[src/hdl/fcpu_pkg.sv]
`default_nettype none

package fcpu_pkg;

   localparam int DATA_W      = 32;
   localparam int GMEM_ADDR_W = 32;
   localparam int RSV_ID_W    = 4;

   // Memory operations accepted on the issue port
   typedef enum logic [1:0] {
      OP_LW  = 2'd0,
      OP_SW  = 2'd1,
      OP_LBU = 2'd2,
      OP_SB  = 2'd3
   } mem_op_t;

   // Configuration register select
   typedef enum logic [1:0] {
      REG_CTRL   = 2'd0,
      REG_BASE   = 2'd1,
      REG_LIMIT  = 2'd2,
      REG_FAULTS = 2'd3
   } cfg_addr_t;

   // Bit 0 of REG_CTRL
   localparam int CTRL_XLAT_EN_BIT = 0;

   typedef struct packed {
      logic [RSV_ID_W-1:0] rsv_id;
      mem_op_t             opcode;
      logic [DATA_W-1:0]   addr;
      logic [DATA_W-1:0]   data;
   } mem_req_t;

   typedef struct packed {
      logic [RSV_ID_W-1:0] rsv_id;
      logic [DATA_W-1:0]   data;
      logic                fault;
   } cdb_t;

   localparam int CDB_W = $bits(cdb_t);

endpackage

`default_nettype wire

[src/hdl/op_fifo.sv]
`timescale 1ns/100ps
`default_nettype none

module op_fifo #(
   parameter type payload_t = logic [7:0],
   parameter int  DEPTH     = 4
) (
   input  logic     clk,
   input  logic     arst_n,
   input  logic     push,
   input  payload_t push_data,
   output logic     full,
   input  logic     pop,
   output payload_t pop_data,
   output logic     empty
);

   localparam int PTR_W = (DEPTH > 1) ? $clog2(DEPTH) : 1;
   localparam int CNT_W = $clog2(DEPTH + 1);

   payload_t         mem [DEPTH];
   logic [PTR_W-1:0] wr_ptr;
   logic [PTR_W-1:0] rd_ptr;
   logic [CNT_W-1:0] count;
   logic             do_push;
   logic             do_pop;

   assign full     = (count == CNT_W'(DEPTH));
   assign empty    = (count == '0);
   assign do_push  = push && !full;
   assign do_pop   = pop && !empty;
   assign pop_data = mem[rd_ptr];

   always_ff @(posedge clk) begin
      if (do_push) begin
         mem[wr_ptr] <= push_data;
      end
   end

   always_ff @(posedge clk or negedge arst_n) begin
      if (!arst_n) begin
         wr_ptr <= '0;
         rd_ptr <= '0;
         count  <= '0;
      end else begin
         if (do_push) begin
            wr_ptr <= (wr_ptr == PTR_W'(DEPTH - 1)) ? '0 : wr_ptr + 1'b1;
         end
         if (do_pop) begin
            rd_ptr <= (rd_ptr == PTR_W'(DEPTH - 1)) ? '0 : rd_ptr + 1'b1;
         end
         case ({do_push, do_pop})
            2'b10:   count <= count + 1'b1;
            2'b01:   count <= count - 1'b1;
            default: count <= count;
         endcase
      end
   end

   // Producers and consumers must respect the flags
   a_no_overflow: assert property (
      @(posedge clk) disable iff (!arst_n) push |-> !full
   );

   a_no_underflow: assert property (
      @(posedge clk) disable iff (!arst_n) pop |-> !empty
   );

endmodule

`default_nettype wire

[src/hdl/mmu_cfg_regs.sv]
`timescale 1ns/100ps
`default_nettype none

module mmu_cfg_regs
   import fcpu_pkg::*;
(
   input  logic                   clk,
   input  logic                   arst_n,
   input  logic                   cfg_we,
   input  cfg_addr_t              cfg_addr,
   input  logic [DATA_W-1:0]      cfg_wdata,
   input  logic                   fault_pulse,
   output logic [DATA_W-1:0]      cfg_rdata,
   output logic [GMEM_ADDR_W-1:0] seg_base,
   output logic [DATA_W-1:0]      seg_limit,
   output logic                   xlat_en
);

   logic [DATA_W-1:0] fault_cnt;

   always_ff @(posedge clk or negedge arst_n) begin
      if (!arst_n) begin
         xlat_en   <= 1'b0;
         seg_base  <= '0;
         seg_limit <= '0;
      end else if (cfg_we) begin
         case (cfg_addr)
            REG_CTRL:  xlat_en   <= cfg_wdata[CTRL_XLAT_EN_BIT];
            REG_BASE:  seg_base  <= GMEM_ADDR_W'(cfg_wdata);
            REG_LIMIT: seg_limit <= cfg_wdata;
            default:   ;
         endcase
      end
   end

   // Clear on write wins over a simultaneous fault
   always_ff @(posedge clk or negedge arst_n) begin
      if (!arst_n) begin
         fault_cnt <= '0;
      end else if (cfg_we && cfg_addr == REG_FAULTS) begin
         fault_cnt <= '0;
      end else if (fault_pulse && fault_cnt != '1) begin
         fault_cnt <= fault_cnt + 1'b1;
      end
   end

   always_comb begin
      cfg_rdata = '0;
      case (cfg_addr)
         REG_CTRL:   cfg_rdata[CTRL_XLAT_EN_BIT] = xlat_en;
         REG_BASE:   cfg_rdata = DATA_W'(seg_base);
         REG_LIMIT:  cfg_rdata = seg_limit;
         REG_FAULTS: cfg_rdata = fault_cnt;
         default:    cfg_rdata = '0;
      endcase
   end

endmodule

`default_nettype wire

[src/hdl/address_translator.sv]
`timescale 1ns/100ps
`default_nettype none

module address_translator
   import fcpu_pkg::*;
(
   input  logic                   clk,
   input  logic                   arst_n,
   input  logic                   in_valid,
   input  mem_req_t               in_req,
   input  logic [GMEM_ADDR_W-1:0] seg_base,
   input  logic [DATA_W-1:0]      seg_limit,
   input  logic                   xlat_en,
   input  logic                   stall,
   output logic                   out_valid,
   output mem_req_t               out_req,
   output logic [GMEM_ADDR_W-1:0] out_paddr,
   output logic                   out_fault
);

   logic                   advance;
   logic                   is_word;
   logic                   misaligned;
   logic                   over_limit;
   logic [GMEM_ADDR_W-1:0] paddr;

   // Stage moves when empty or when downstream takes the current entry
   assign advance = !out_valid || !stall;

   assign is_word    = (in_req.opcode == OP_LW) || (in_req.opcode == OP_SW);
   assign misaligned = is_word && (in_req.addr[1:0] != 2'b00);
   assign over_limit = xlat_en && (in_req.addr >= seg_limit);
   assign paddr      = xlat_en ? seg_base + GMEM_ADDR_W'(in_req.addr)
                               : GMEM_ADDR_W'(in_req.addr);

   always_ff @(posedge clk or negedge arst_n) begin
      if (!arst_n) begin
         out_valid <= 1'b0;
      end else if (advance) begin
         out_valid <= in_valid;
      end
   end

   always_ff @(posedge clk) begin
      if (advance && in_valid) begin
         out_req   <= in_req;
         out_paddr <= paddr;
         out_fault <= misaligned || over_limit;
      end
   end

endmodule

`default_nettype wire

[src/hdl/memory_management_unit.sv]
`timescale 1ns/100ps
`default_nettype none

module memory_management_unit
   import fcpu_pkg::*;
#(
   parameter int QUEUE_DEPTH = 4
) (
   input  logic                   clk,
   input  logic                   arst_n,
   // Issue port
   input  logic [RSV_ID_W-1:0]    rsv_id,
   input  logic                   valid,
   input  mem_op_t                opcode,
   input  logic [DATA_W-1:0]      address,
   input  logic [DATA_W-1:0]      data,
   output logic                   ready,
   // CDB port
   output logic [RSV_ID_W-1:0]    cdb_rsv_id,
   output logic [DATA_W-1:0]      cdb_data,
   output logic                   cdb_fault,
   output logic                   cdb_valid,
   input  logic                   cdb_ready,
   // Segment configuration
   input  logic [GMEM_ADDR_W-1:0] seg_base,
   input  logic [DATA_W-1:0]      seg_limit,
   input  logic                   xlat_en,
   output logic                   fault_pulse,
   // Read address and data
   output logic [GMEM_ADDR_W-1:0] araddr,
   output logic                   arvalid,
   input  logic                   arready,
   input  logic [DATA_W-1:0]      rdata,
   input  logic [1:0]             rresp,
   input  logic                   rvalid,
   output logic                   rready,
   // Write address, data and response
   output logic [GMEM_ADDR_W-1:0] awaddr,
   output logic                   awvalid,
   input  logic                   awready,
   output logic [DATA_W-1:0]      wdata,
   output logic [DATA_W/8-1:0]    wstrb,
   output logic                   wvalid,
   input  logic                   wready,
   input  logic [1:0]             bresp,
   input  logic                   bvalid,
   output logic                   bready
);

   typedef enum logic [2:0] {
      S_IDLE,
      S_READ,
      S_WRITE,
      S_RESP,
      S_RETIRE
   } seq_state_t;

   seq_state_t             state;
   logic                   issue_en;
   logic                   req_push;
   mem_req_t               req_push_data;
   logic                   req_full;
   logic                   req_pop;
   mem_req_t               req_pop_data;
   logic                   req_empty;
   logic                   xl_stall;
   logic                   xl_valid;
   mem_req_t               xl_req;
   logic [GMEM_ADDR_W-1:0] xl_paddr;
   logic                   xl_fault;
   logic                   xl_is_load;
   mem_req_t               op_req;
   logic [GMEM_ADDR_W-1:0] op_paddr;
   logic                   op_fault;
   logic                   op_is_load;
   logic                   aw_done;
   logic                   w_done;
   logic                   aw_ok;
   logic                   w_ok;
   logic                   resp_done;
   logic [7:0]             lane_byte;
   logic [DATA_W-1:0]      load_word;
   logic [DATA_W-1:0]      res_data;
   logic                   res_fault;
   logic                   res_push;
   cdb_t                   res_push_data;
   logic                   res_full;
   logic                   res_pop;
   cdb_t                   res_pop_data;
   logic                   res_empty;

   // Hold off the core until the first cycle out of reset
   always_ff @(posedge clk or negedge arst_n) begin
      if (!arst_n) begin
         issue_en <= 1'b0;
      end else begin
         issue_en <= 1'b1;
      end
   end

   assign ready         = issue_en && !req_full;
   assign req_push      = valid && ready;
   assign req_push_data = '{rsv_id: rsv_id, opcode: opcode, addr: address, data: data};

   op_fifo #(
      .payload_t (mem_req_t),
      .DEPTH     (QUEUE_DEPTH)
   ) req_fifo (
      .clk       (clk),
      .arst_n    (arst_n),
      .push      (req_push),
      .push_data (req_push_data),
      .full      (req_full),
      .pop       (req_pop),
      .pop_data  (req_pop_data),
      .empty     (req_empty)
   );

   // Translator only advances while the sequencer sits in idle
   assign xl_stall = (state != S_IDLE);
   assign req_pop  = !req_empty && (!xl_valid || !xl_stall);

   address_translator xlat (
      .clk       (clk),
      .arst_n    (arst_n),
      .in_valid  (!req_empty),
      .in_req    (req_pop_data),
      .seg_base  (seg_base),
      .seg_limit (seg_limit),
      .xlat_en   (xlat_en),
      .stall     (xl_stall),
      .out_valid (xl_valid),
      .out_req   (xl_req),
      .out_paddr (xl_paddr),
      .out_fault (xl_fault)
   );

   assign xl_is_load = (xl_req.opcode == OP_LW) || (xl_req.opcode == OP_LBU);
   assign op_is_load = (op_req.opcode == OP_LW) || (op_req.opcode == OP_LBU);

   assign aw_ok     = aw_done || (awvalid && awready);
   assign w_ok      = w_done || (wvalid && wready);
   assign resp_done = op_fault || (rvalid && rready) || (bvalid && bready);

   always_ff @(posedge clk or negedge arst_n) begin
      if (!arst_n) begin
         state   <= S_IDLE;
         aw_done <= 1'b0;
         w_done  <= 1'b0;
      end else begin
         case (state)
            S_IDLE: begin
               if (xl_valid) begin
                  // A fault skips the bus but still passes through the response slot
                  if (xl_fault) begin
                     state <= S_RESP;
                  end else begin
                     state <= xl_is_load ? S_READ : S_WRITE;
                  end
               end
            end
            S_READ: begin
               if (arready) begin
                  state <= S_RESP;
               end
            end
            S_WRITE: begin
               if (aw_ok && w_ok) begin
                  state   <= S_RESP;
                  aw_done <= 1'b0;
                  w_done  <= 1'b0;
               end else begin
                  aw_done <= aw_ok;
                  w_done  <= w_ok;
               end
            end
            S_RESP: begin
               if (resp_done) begin
                  state <= S_RETIRE;
               end
            end
            S_RETIRE: begin
               if (!res_full) begin
                  state <= S_IDLE;
               end
            end
            default: state <= S_IDLE;
         endcase
      end
   end

   assign lane_byte = rdata[{op_paddr[1:0], 3'b000} +: 8];
   assign load_word = (op_req.opcode == OP_LBU) ? {{(DATA_W-8){1'b0}}, lane_byte} : rdata;

   always_ff @(posedge clk) begin
      if (state == S_IDLE && xl_valid) begin
         op_req   <= xl_req;
         op_paddr <= xl_paddr;
         op_fault <= xl_fault;
      end
      if (state == S_RESP && resp_done) begin
         if (op_fault) begin
            res_data  <= '0;
            res_fault <= 1'b1;
         end else if (op_is_load) begin
            res_data  <= (rresp != 2'b00) ? '0 : load_word;
            res_fault <= (rresp != 2'b00);
         end else begin
            res_data  <= '0;
            res_fault <= (bresp != 2'b00);
         end
      end
   end

   // Bus addresses are word aligned; byte lanes go through wstrb and lane_byte
   assign araddr  = {op_paddr[GMEM_ADDR_W-1:2], 2'b00};
   assign arvalid = (state == S_READ);
   assign rready  = (state == S_RESP) && op_is_load && !op_fault;
   assign awaddr  = {op_paddr[GMEM_ADDR_W-1:2], 2'b00};
   assign awvalid = (state == S_WRITE) && !aw_done;
   assign wvalid  = (state == S_WRITE) && !w_done;
   assign wdata   = (op_req.opcode == OP_SB) ? {(DATA_W/8){op_req.data[7:0]}} : op_req.data;
   assign wstrb   = (op_req.opcode == OP_SB) ? (DATA_W/8)'(1) << op_paddr[1:0] : '1;
   assign bready  = (state == S_RESP) && !op_is_load && !op_fault;

   assign res_push      = (state == S_RETIRE) && !res_full;
   assign res_push_data = '{rsv_id: op_req.rsv_id, data: res_data, fault: res_fault};
   assign fault_pulse   = res_push && res_fault;

   op_fifo #(
      .payload_t (cdb_t),
      .DEPTH     (QUEUE_DEPTH)
   ) res_fifo (
      .clk       (clk),
      .arst_n    (arst_n),
      .push      (res_push),
      .push_data (res_push_data),
      .full      (res_full),
      .pop       (res_pop),
      .pop_data  (res_pop_data),
      .empty     (res_empty)
   );

   assign cdb_valid  = !res_empty;
   assign res_pop    = cdb_valid && cdb_ready;
   assign cdb_rsv_id = res_pop_data.rsv_id;
   assign cdb_data   = res_pop_data.data;
   assign cdb_fault  = res_pop_data.fault;

   a_ar_hold: assert property (
      @(posedge clk) disable iff (!arst_n)
      arvalid && !arready |=> arvalid && $stable(araddr)
   );

   a_aw_hold: assert property (
      @(posedge clk) disable iff (!arst_n)
      awvalid && !awready |=> awvalid && $stable(awaddr)
   );

   a_w_hold: assert property (
      @(posedge clk) disable iff (!arst_n)
      wvalid && !wready |=> wvalid && $stable(wdata) && $stable(wstrb)
   );

   // Result outputs hold while the core back-pressures the CDB
   a_cdb_hold: assert property (
      @(posedge clk) disable iff (!arst_n)
      cdb_valid && !cdb_ready |=> cdb_valid && $stable({cdb_rsv_id, cdb_data, cdb_fault})
   );

endmodule

`default_nettype wire

[src/hdl/fcpu.sv]
`timescale 1ns/100ps
`default_nettype none

module fcpu
   import fcpu_pkg::*;
#(
   parameter int QUEUE_DEPTH = 4
) (
   input  logic                   clk,
   input  logic                   arst_n,
   // Issue port from the core
   input  logic [RSV_ID_W-1:0]    rsv_id,
   input  logic                   valid,
   input  mem_op_t                opcode,
   input  logic [DATA_W-1:0]      address,
   input  logic [DATA_W-1:0]      data,
   output logic                   ready,
   // Common data bus
   output logic [RSV_ID_W-1:0]    cdb_rsv_id,
   output logic [DATA_W-1:0]      cdb_data,
   output logic                   cdb_fault,
   output logic                   cdb_valid,
   input  logic                   cdb_ready,
   // Configuration
   input  logic                   cfg_we,
   input  cfg_addr_t              cfg_addr,
   input  logic [DATA_W-1:0]      cfg_wdata,
   output logic [DATA_W-1:0]      cfg_rdata,
   // Read channels
   output logic [GMEM_ADDR_W-1:0] araddr,
   output logic                   arvalid,
   input  logic                   arready,
   input  logic [DATA_W-1:0]      rdata,
   input  logic [1:0]             rresp,
   input  logic                   rvalid,
   output logic                   rready,
   // Write channels
   output logic [GMEM_ADDR_W-1:0] awaddr,
   output logic                   awvalid,
   input  logic                   awready,
   output logic [DATA_W-1:0]      wdata,
   output logic [DATA_W/8-1:0]    wstrb,
   output logic                   wvalid,
   input  logic                   wready,
   input  logic [1:0]             bresp,
   input  logic                   bvalid,
   output logic                   bready
);

   logic [GMEM_ADDR_W-1:0] seg_base;
   logic [DATA_W-1:0]      seg_limit;
   logic                   xlat_en;
   logic                   fault_pulse;

   mmu_cfg_regs cfg_inst (
      .*
   );

   memory_management_unit #(
      .QUEUE_DEPTH (QUEUE_DEPTH)
   ) mmu_inst (
      .*
   );

endmodule

`default_nettype wire

[config.mk]
export PLATFORM = sky130hd
export DESIGN_NAME = fcpu
export DESIGN_NICKNAME = d
export VERILOG_FILES = /design/src/hdl/fcpu_pkg.sv /design/src/hdl/op_fifo.sv /design/src/hdl/mmu_cfg_regs.sv /design/src/hdl/address_translator.sv /design/src/hdl/memory_management_unit.sv /design/src/hdl/fcpu.sv
export SDC_FILE = /design/constraint.sdc
export NUM_CORES = 1
export LEC_CHECK = 0
export ABC_AREA = 1
export BUFFER_PORTS_ARGS = -buffer_cell sky130_fd_sc_hd__buf_2
export CORE_ASPECT_RATIO = 0.7
export CORE_UTILIZATION = 25
export CTS_CLUSTER_SIZE = 16
export DETAILED_ROUTE_END_ITERATION = 16
export PLACE_DENSITY_LB_ADDON = 0.1
export SLEW_MARGIN = 20
export SYNTH_ARGS = -nofsm -noshare
export SYNTH_HDL_FRONTEND = slang
export SYNTH_HIERARCHICAL = 1
export SYNTH_SLANG_ARGS = --single-unit
[constraint.sdc]
create_clock -name clk -period 16.82 [get_ports clk]
set_clock_uncertainty 0.05 [all_clocks]
set_input_delay 1.682 -clock clk [delete_from_list [all_inputs] [get_ports clk]]
set_output_delay 1.682 -clock clk [all_outputs]
set_load 0.02 [all_outputs]
## Word-level counts from Yosys, hierarchy flattened

Memory sizes are Yosys's and may differ from the RTL's.
Index checks and enable logic that the tools add are counted.

- Reduce and logical (&&, ||, !) cells: 66
- Add/sub/neg operators: 10
- $lt $le $gt $ge: 1
- Muxes and demuxes: 29
- Bitwise operators: 1
- Equality and inequality tests: 27
- Shifts and indexed selects: 2

Operators by type and width:

| operator | number |
|---|---|
| 32-bit two-way mux | 4 |
| 31-bit one-hot mux with 3 select lines | 1 |
| 32-bit by 1-bit adder with 32-bit output (second input constant) | 1 |
| 32-bit adder | 1 |
| 32-bit greater-or-equal comparator | 1 |
| 32-bit != test (second input constant) | 1 |
| 32-bit by 6-bit indexed part select with 8-bit output | 1 |
| 1-bit logical AND | 27 |
| 2-bit == test (second input constant) | 11 |
| 3-bit two-way mux | 6 |
| 3-bit one-hot mux with 5 select lines | 1 |
| 3-bit one-hot mux with 2 select lines | 2 |
| 2-bit nonzero test | 6 |
| 1-bit zero test | 10 |
| 2-bit two-way mux | 5 |
| 3-bit == test (second input constant) | 3 |
| 3-bit zero test | 3 |
| 1-bit logical OR | 9 |
| 2-bit by 1-bit adder with 2-bit output (second input constant) | 4 |
| 2-bit by 1-bit == test with 1-bit output (second input constant) | 4 |
| 2-bit zero test | 4 |
| 8-bit two-way mux | 1 |
| 1-bit two-way mux | 7 |
| 3-bit by 1-bit adder with 3-bit output (second input constant) | 2 |
| other kinds (14) | 21 |

- Bits in registers: 293
- Input bits: 150
- Word-level logic and storage cells: 166
- Memory bits (writable): 428
- Output and inout bits: 176
- Memories: 2

Memories:

| memory | depth | width | rd ports | clocked after memory_dff | write ports | RTL line | text |
|---|---|---|---|---|---|---|---|
| mmu_inst.req_fifo.mem | 4 | 70 | 1 | 0 | 1 | op_fifo.sv:21 | `payload_t mem [DEPTH];` |
| mmu_inst.res_fifo.mem | 4 | 37 | 1 | 0 | 1 | op_fifo.sv:21 |  |

## Depth between registers and ports, before layout

- Depth after elaboration: 9
- Gate-level depth with buffers: 18
- Gate-level depth less buffers: 17

## Modules after synthesis

Netlist, hierarchy kept.

By module, submodules not included:

| module | sequential area each (sq um) | cells each | area each (sq um) | instances |
|---|---|---|---|---|
| op_fifo at mmu_inst.req_fifo | 8,583.2 | 877 | 11,474.8 | 1 |
| address_translator | 3,118.0 | 830 | 6,769.0 | 1 |
| op_fifo at mmu_inst.res_fifo | 4,619.4 | 492 | 6,389.9 | 1 |
| mmu_cfg_regs | 2,427.3 | 707 | 5,191.2 | 1 |
| memory_management_unit | 3,273.1 | 422 | 4,855.9 | 1 |

## Worst setup path after synthesis

Ideal clock, no wire load.

- Kind: reg2reg
- From: reg mmu_inst.req_fifo.count[0]
- To: reg mmu_inst.xlat.out_fault (enable)
- Required time: 16,172 ps
- Library setup time: 598 ps
- Arrival time: 5,650 ps
- Slack: 10,522 ps
- Stages on the path, launching flop included: 7
- Cells stage by stage: dfrtp_1 > inv_1 > nand3_1 > inv_1 > inv_1 > inv_1 > a21oi_1

- Longest elaborated chain between the ends: 3

RTL lines:

| what | RTL line | text |
|---|---|---|
| start, declared | op_fifo.sv:24 | `logic [CNT_W-1:0] count;` |
| start signal, assigned | op_fifo.sv:53 | `2'b10: count <= count + 1'b1;` |
| start signal, assigned | op_fifo.sv:54 | `2'b01: count <= count - 1'b1;` |
| start signal, assigned | op_fifo.sv:55 | `default: count <= count;` |
| 3-bit zero test | op_fifo.sv:29 | `assign empty = (count == '0);` |
| net mmu_inst.req_empty | memory_management_unit.sv:65 | `logic req_empty;` |
| 1-bit zero test | memory_management_unit.sv:126 | `.in_valid (!req_empty),` |
| 1-bit logical AND | address_translator.sv:45 | `if (advance && in_valid) begin` |
| end signal, assigned | address_translator.sv:48 | `out_fault <= misaligned \|\| over_limit;` |
| end, declared | address_translator.sv:18 | `output logic out_fault` |

The timed path passes the listed nets, and every way through them passes these cells.
A chain may end at the register's enable or synchronous reset.

## Worst setup path in the final report

- From: in cfg_addr[0]
- To: out cfg_rdata[10]

- Longest elaborated chain between the ends: 2

RTL lines:

| what | RTL line | text |
|---|---|---|
| start, declared | fcpu.sv:26 | `input cfg_addr_t cfg_addr,` |
| 2-bit == test or 2-bit by 1-bit == test with 1-bit output (tied branches) | mmu_cfg_regs.sv:49 | `case (cfg_addr)` |
| 31-bit one-hot mux with 3 select lines * | mmu_cfg_regs.sv:49 |  |
| end, declared | fcpu.sv:28 | `output logic [DATA_W-1:0] cfg_rdata,` |

Mark *: on every way between the ends. The rest lies on a longest branch, timed or not.

==> run metrics <==
startpoint class of the critical path=primary input; Final Max Slew Viols=0; reg2reg start=mmu_inst/req_fifo/rd_ptr[0]$_DFFE_PN0P_; Die Y=309 µm; Final min period=about 5.0 ns; CTS root buffer=clkbuf_16; final hold vios=0; Peak supply drop=about 88 µV; crit share post-route=~30%; total grt overflow=0; DRT Pass-1 Iters=5; Worst Reg2Reg Path Length in Cells=16; max_slew headroom=between 20 and 30%; Ys Warns=6; r2r endpoint=mmu_inst/xlat/out_paddr[28]$_DFFE_PP_; combinational group share of total power=a little under two fifths; RSZ-0062 raised after global routing=false; crit path launch=cfg_addr[0]; Hold Path End=mmu_inst/op_req[14]$_DFFE_PP_; Placer Congestion=around 0.87; Worst Path Required=15.09 ns; drt via density=about 4.2; # hold bufs at CTS=0; MaxCap Viol Count=0; die width=~440 µm; CP Class=in -> out; Post CTS Setup Buffer Count=0; Critical Path AT=3.29 ns; hpwl dp=between 70000 and 80000 µm; CTS max path bufs=3; Reg2Reg Setup Slack=~13 ns; most frequent cells in the layout=992 x nand2_1, 603 x edfxtp_1, 514 x inv_1, 320 x buf_2, 232 x o211ai_1; Worst-Margin Slew=roughly 1.1 ns; Crit Path Max Fanout=33; clk_lat worst skew=roughly 0.68 ns; Int Pwr=between 4 and 5 mW; outcome=finished, final reports clean; Detail Route Antenna Nets=0; switching power total=approximately 2.9 mW; cell area power density=approximately 180 nW/µm²; core area=about 130000 µm²; Hold WS=0.362 ns; Total GRT Usage=around 15%; DR WL/cell=just under 20 µm; row count=112; Min-Delay Startpoint=mmu_inst/xlat/out_req[14]$_DFFE_PP_; max frequency=~200 MHz; total vias in the final route=22900; area delta synth->final=16.8%; share of cells above drive strength 1=15.1%; final setup fails=0; Post-CTS Resized=0; initial antenna violation count=30; clk slew on worst S/H paths=~0.06 ns; endpoint kind of the worst setup timing path=primary output; initial drt markers=between 1500 and 2000; CTS tree=done; CTS Buf Count=just over 80; Flop pwr share=37.8%; clk sinks=about 720; I/O pins=~330; Remaining DRCs=0; Post-Syn Area=about 34000 µm²; Initial Util=~25%; hold depth=0; sw frac=40.8%; # nets final=roughly 3800; mean cell area of the mapped netlist=~10 µm²; FILL cells=between 10000 and 15000; Port Buffers=between 300 and 400; clock share of power=around 25%; Setup TNS=0 ns; full die area=136000 µm²; maximum number of pins on one net before global-route repair=98; Hold Crit Class=reg -> reg; vias in the first global route=around 22000; H-tree levels=3; P_leak=~17 nW; first-pass GRT wire length=151000 µm; commonest non-fill, non-tap cell in the layout=nand2_1; DRT Wirelength=roughly 100000 µm; cells after synthesis=between 3000 and 4000
## power by group through the flow
stage	Sequential, mW	Clock, mW	Combinational (mW)
6_report	2.72	1.79	2.69
5_1_grt	2.77	1.93	3.02
4_1_cts	2.74	1.86	2.74
3_5_place_dp	2.77	0	2.73
3_3_place_gp	2.77	0	2.73
2_1_floorplan	2.63	0	1.93
## through the flow
stage                     cell area, µm²  total power, mW  cells  setup slack [ns]  util [%]
after floorplan                    33700             4.56   3299             11.17         -
after global placement             36700             5.51   5238             11.89      27.5
after detailed placement           36700             5.50   5238             11.82      27.5
after CTS                          39400             7.34   5386             11.81      29.5
after global routing               39400             7.72   5389             11.63      29.5
final                              39400             7.20   5391             11.79      29.5
## flip-flops by register name (all words and copies together), names as in the netlist, 32 cells and up
| signal | flops |
|---|---|
| cfg_inst/fault_cnt | 32 |
| cfg_inst/seg_base | 32 |
| mmu_inst/xlat/out_paddr | 32 |
| mmu_inst/xlat/out_req | 38 |
| mmu_inst/res_data | 32 |
| mmu_inst/res_fifo/mem | 148 |
| cfg_inst/seg_limit | 32 |
| mmu_inst/op_req | 38 |
| mmu_inst/op_paddr | 32 |
| mmu_inst/req_fifo/mem | 280 |
## routing by layer
layer,global-route usage (%),wire [µm],vias to the layer above
li1,-,-,11400
met1,23.1,53800,10900
met2,21.7,43800,482
met3,3.70,5620,143
met4,3.18,1660,22
met5,0,149,-
## how the worst max path moves through the flow
stage / slack (ns) / depth (start not counted) / to
after floorplan: 11.17 / 3 / mmu_inst/req_fifo/mem[0][0]$_DFFE_PP_
after global placement: 11.89 / 7 / cfg_rdata[0]
after detailed placement: 11.82 / 7 / cfg_rdata[10]
after CTS: 11.81 / 7 / cfg_rdata[10]
after global routing: 11.63 / 7 / cfg_rdata[20]
final: 11.79 / 7 / cfg_rdata[10]
## critical path: stages
cell and delay, ns:
buf_2 0.10, inv_1 0.05, nand2_1 0.06, clkinv_1 0.80, nand2_1 0.30, o211ai_1 0.12, buf_2 0.17
## final cells by class
| class | instances | area, µm² | area share [%] |
|---|---|---|---|
| Antenna cell | 5 | 12.5 | 0.0318 |
| Multi-Input combinational cell | 1872 | 9620 | 24.4 |
| Timing Repair Buffer | 355 | 1870 | 4.74 |
| Clock buffer | 107 | 2240 | 5.69 |
| Clock inverter | 41 | 389 | 0.988 |
| Inverter | 523 | 1960 | 4.99 |
| Sequential cell | 721 | 21100 | 53.5 |
| Tap cell | 1767 | 2210 | 5.61 |
Power figures use the tool's default switching activity.
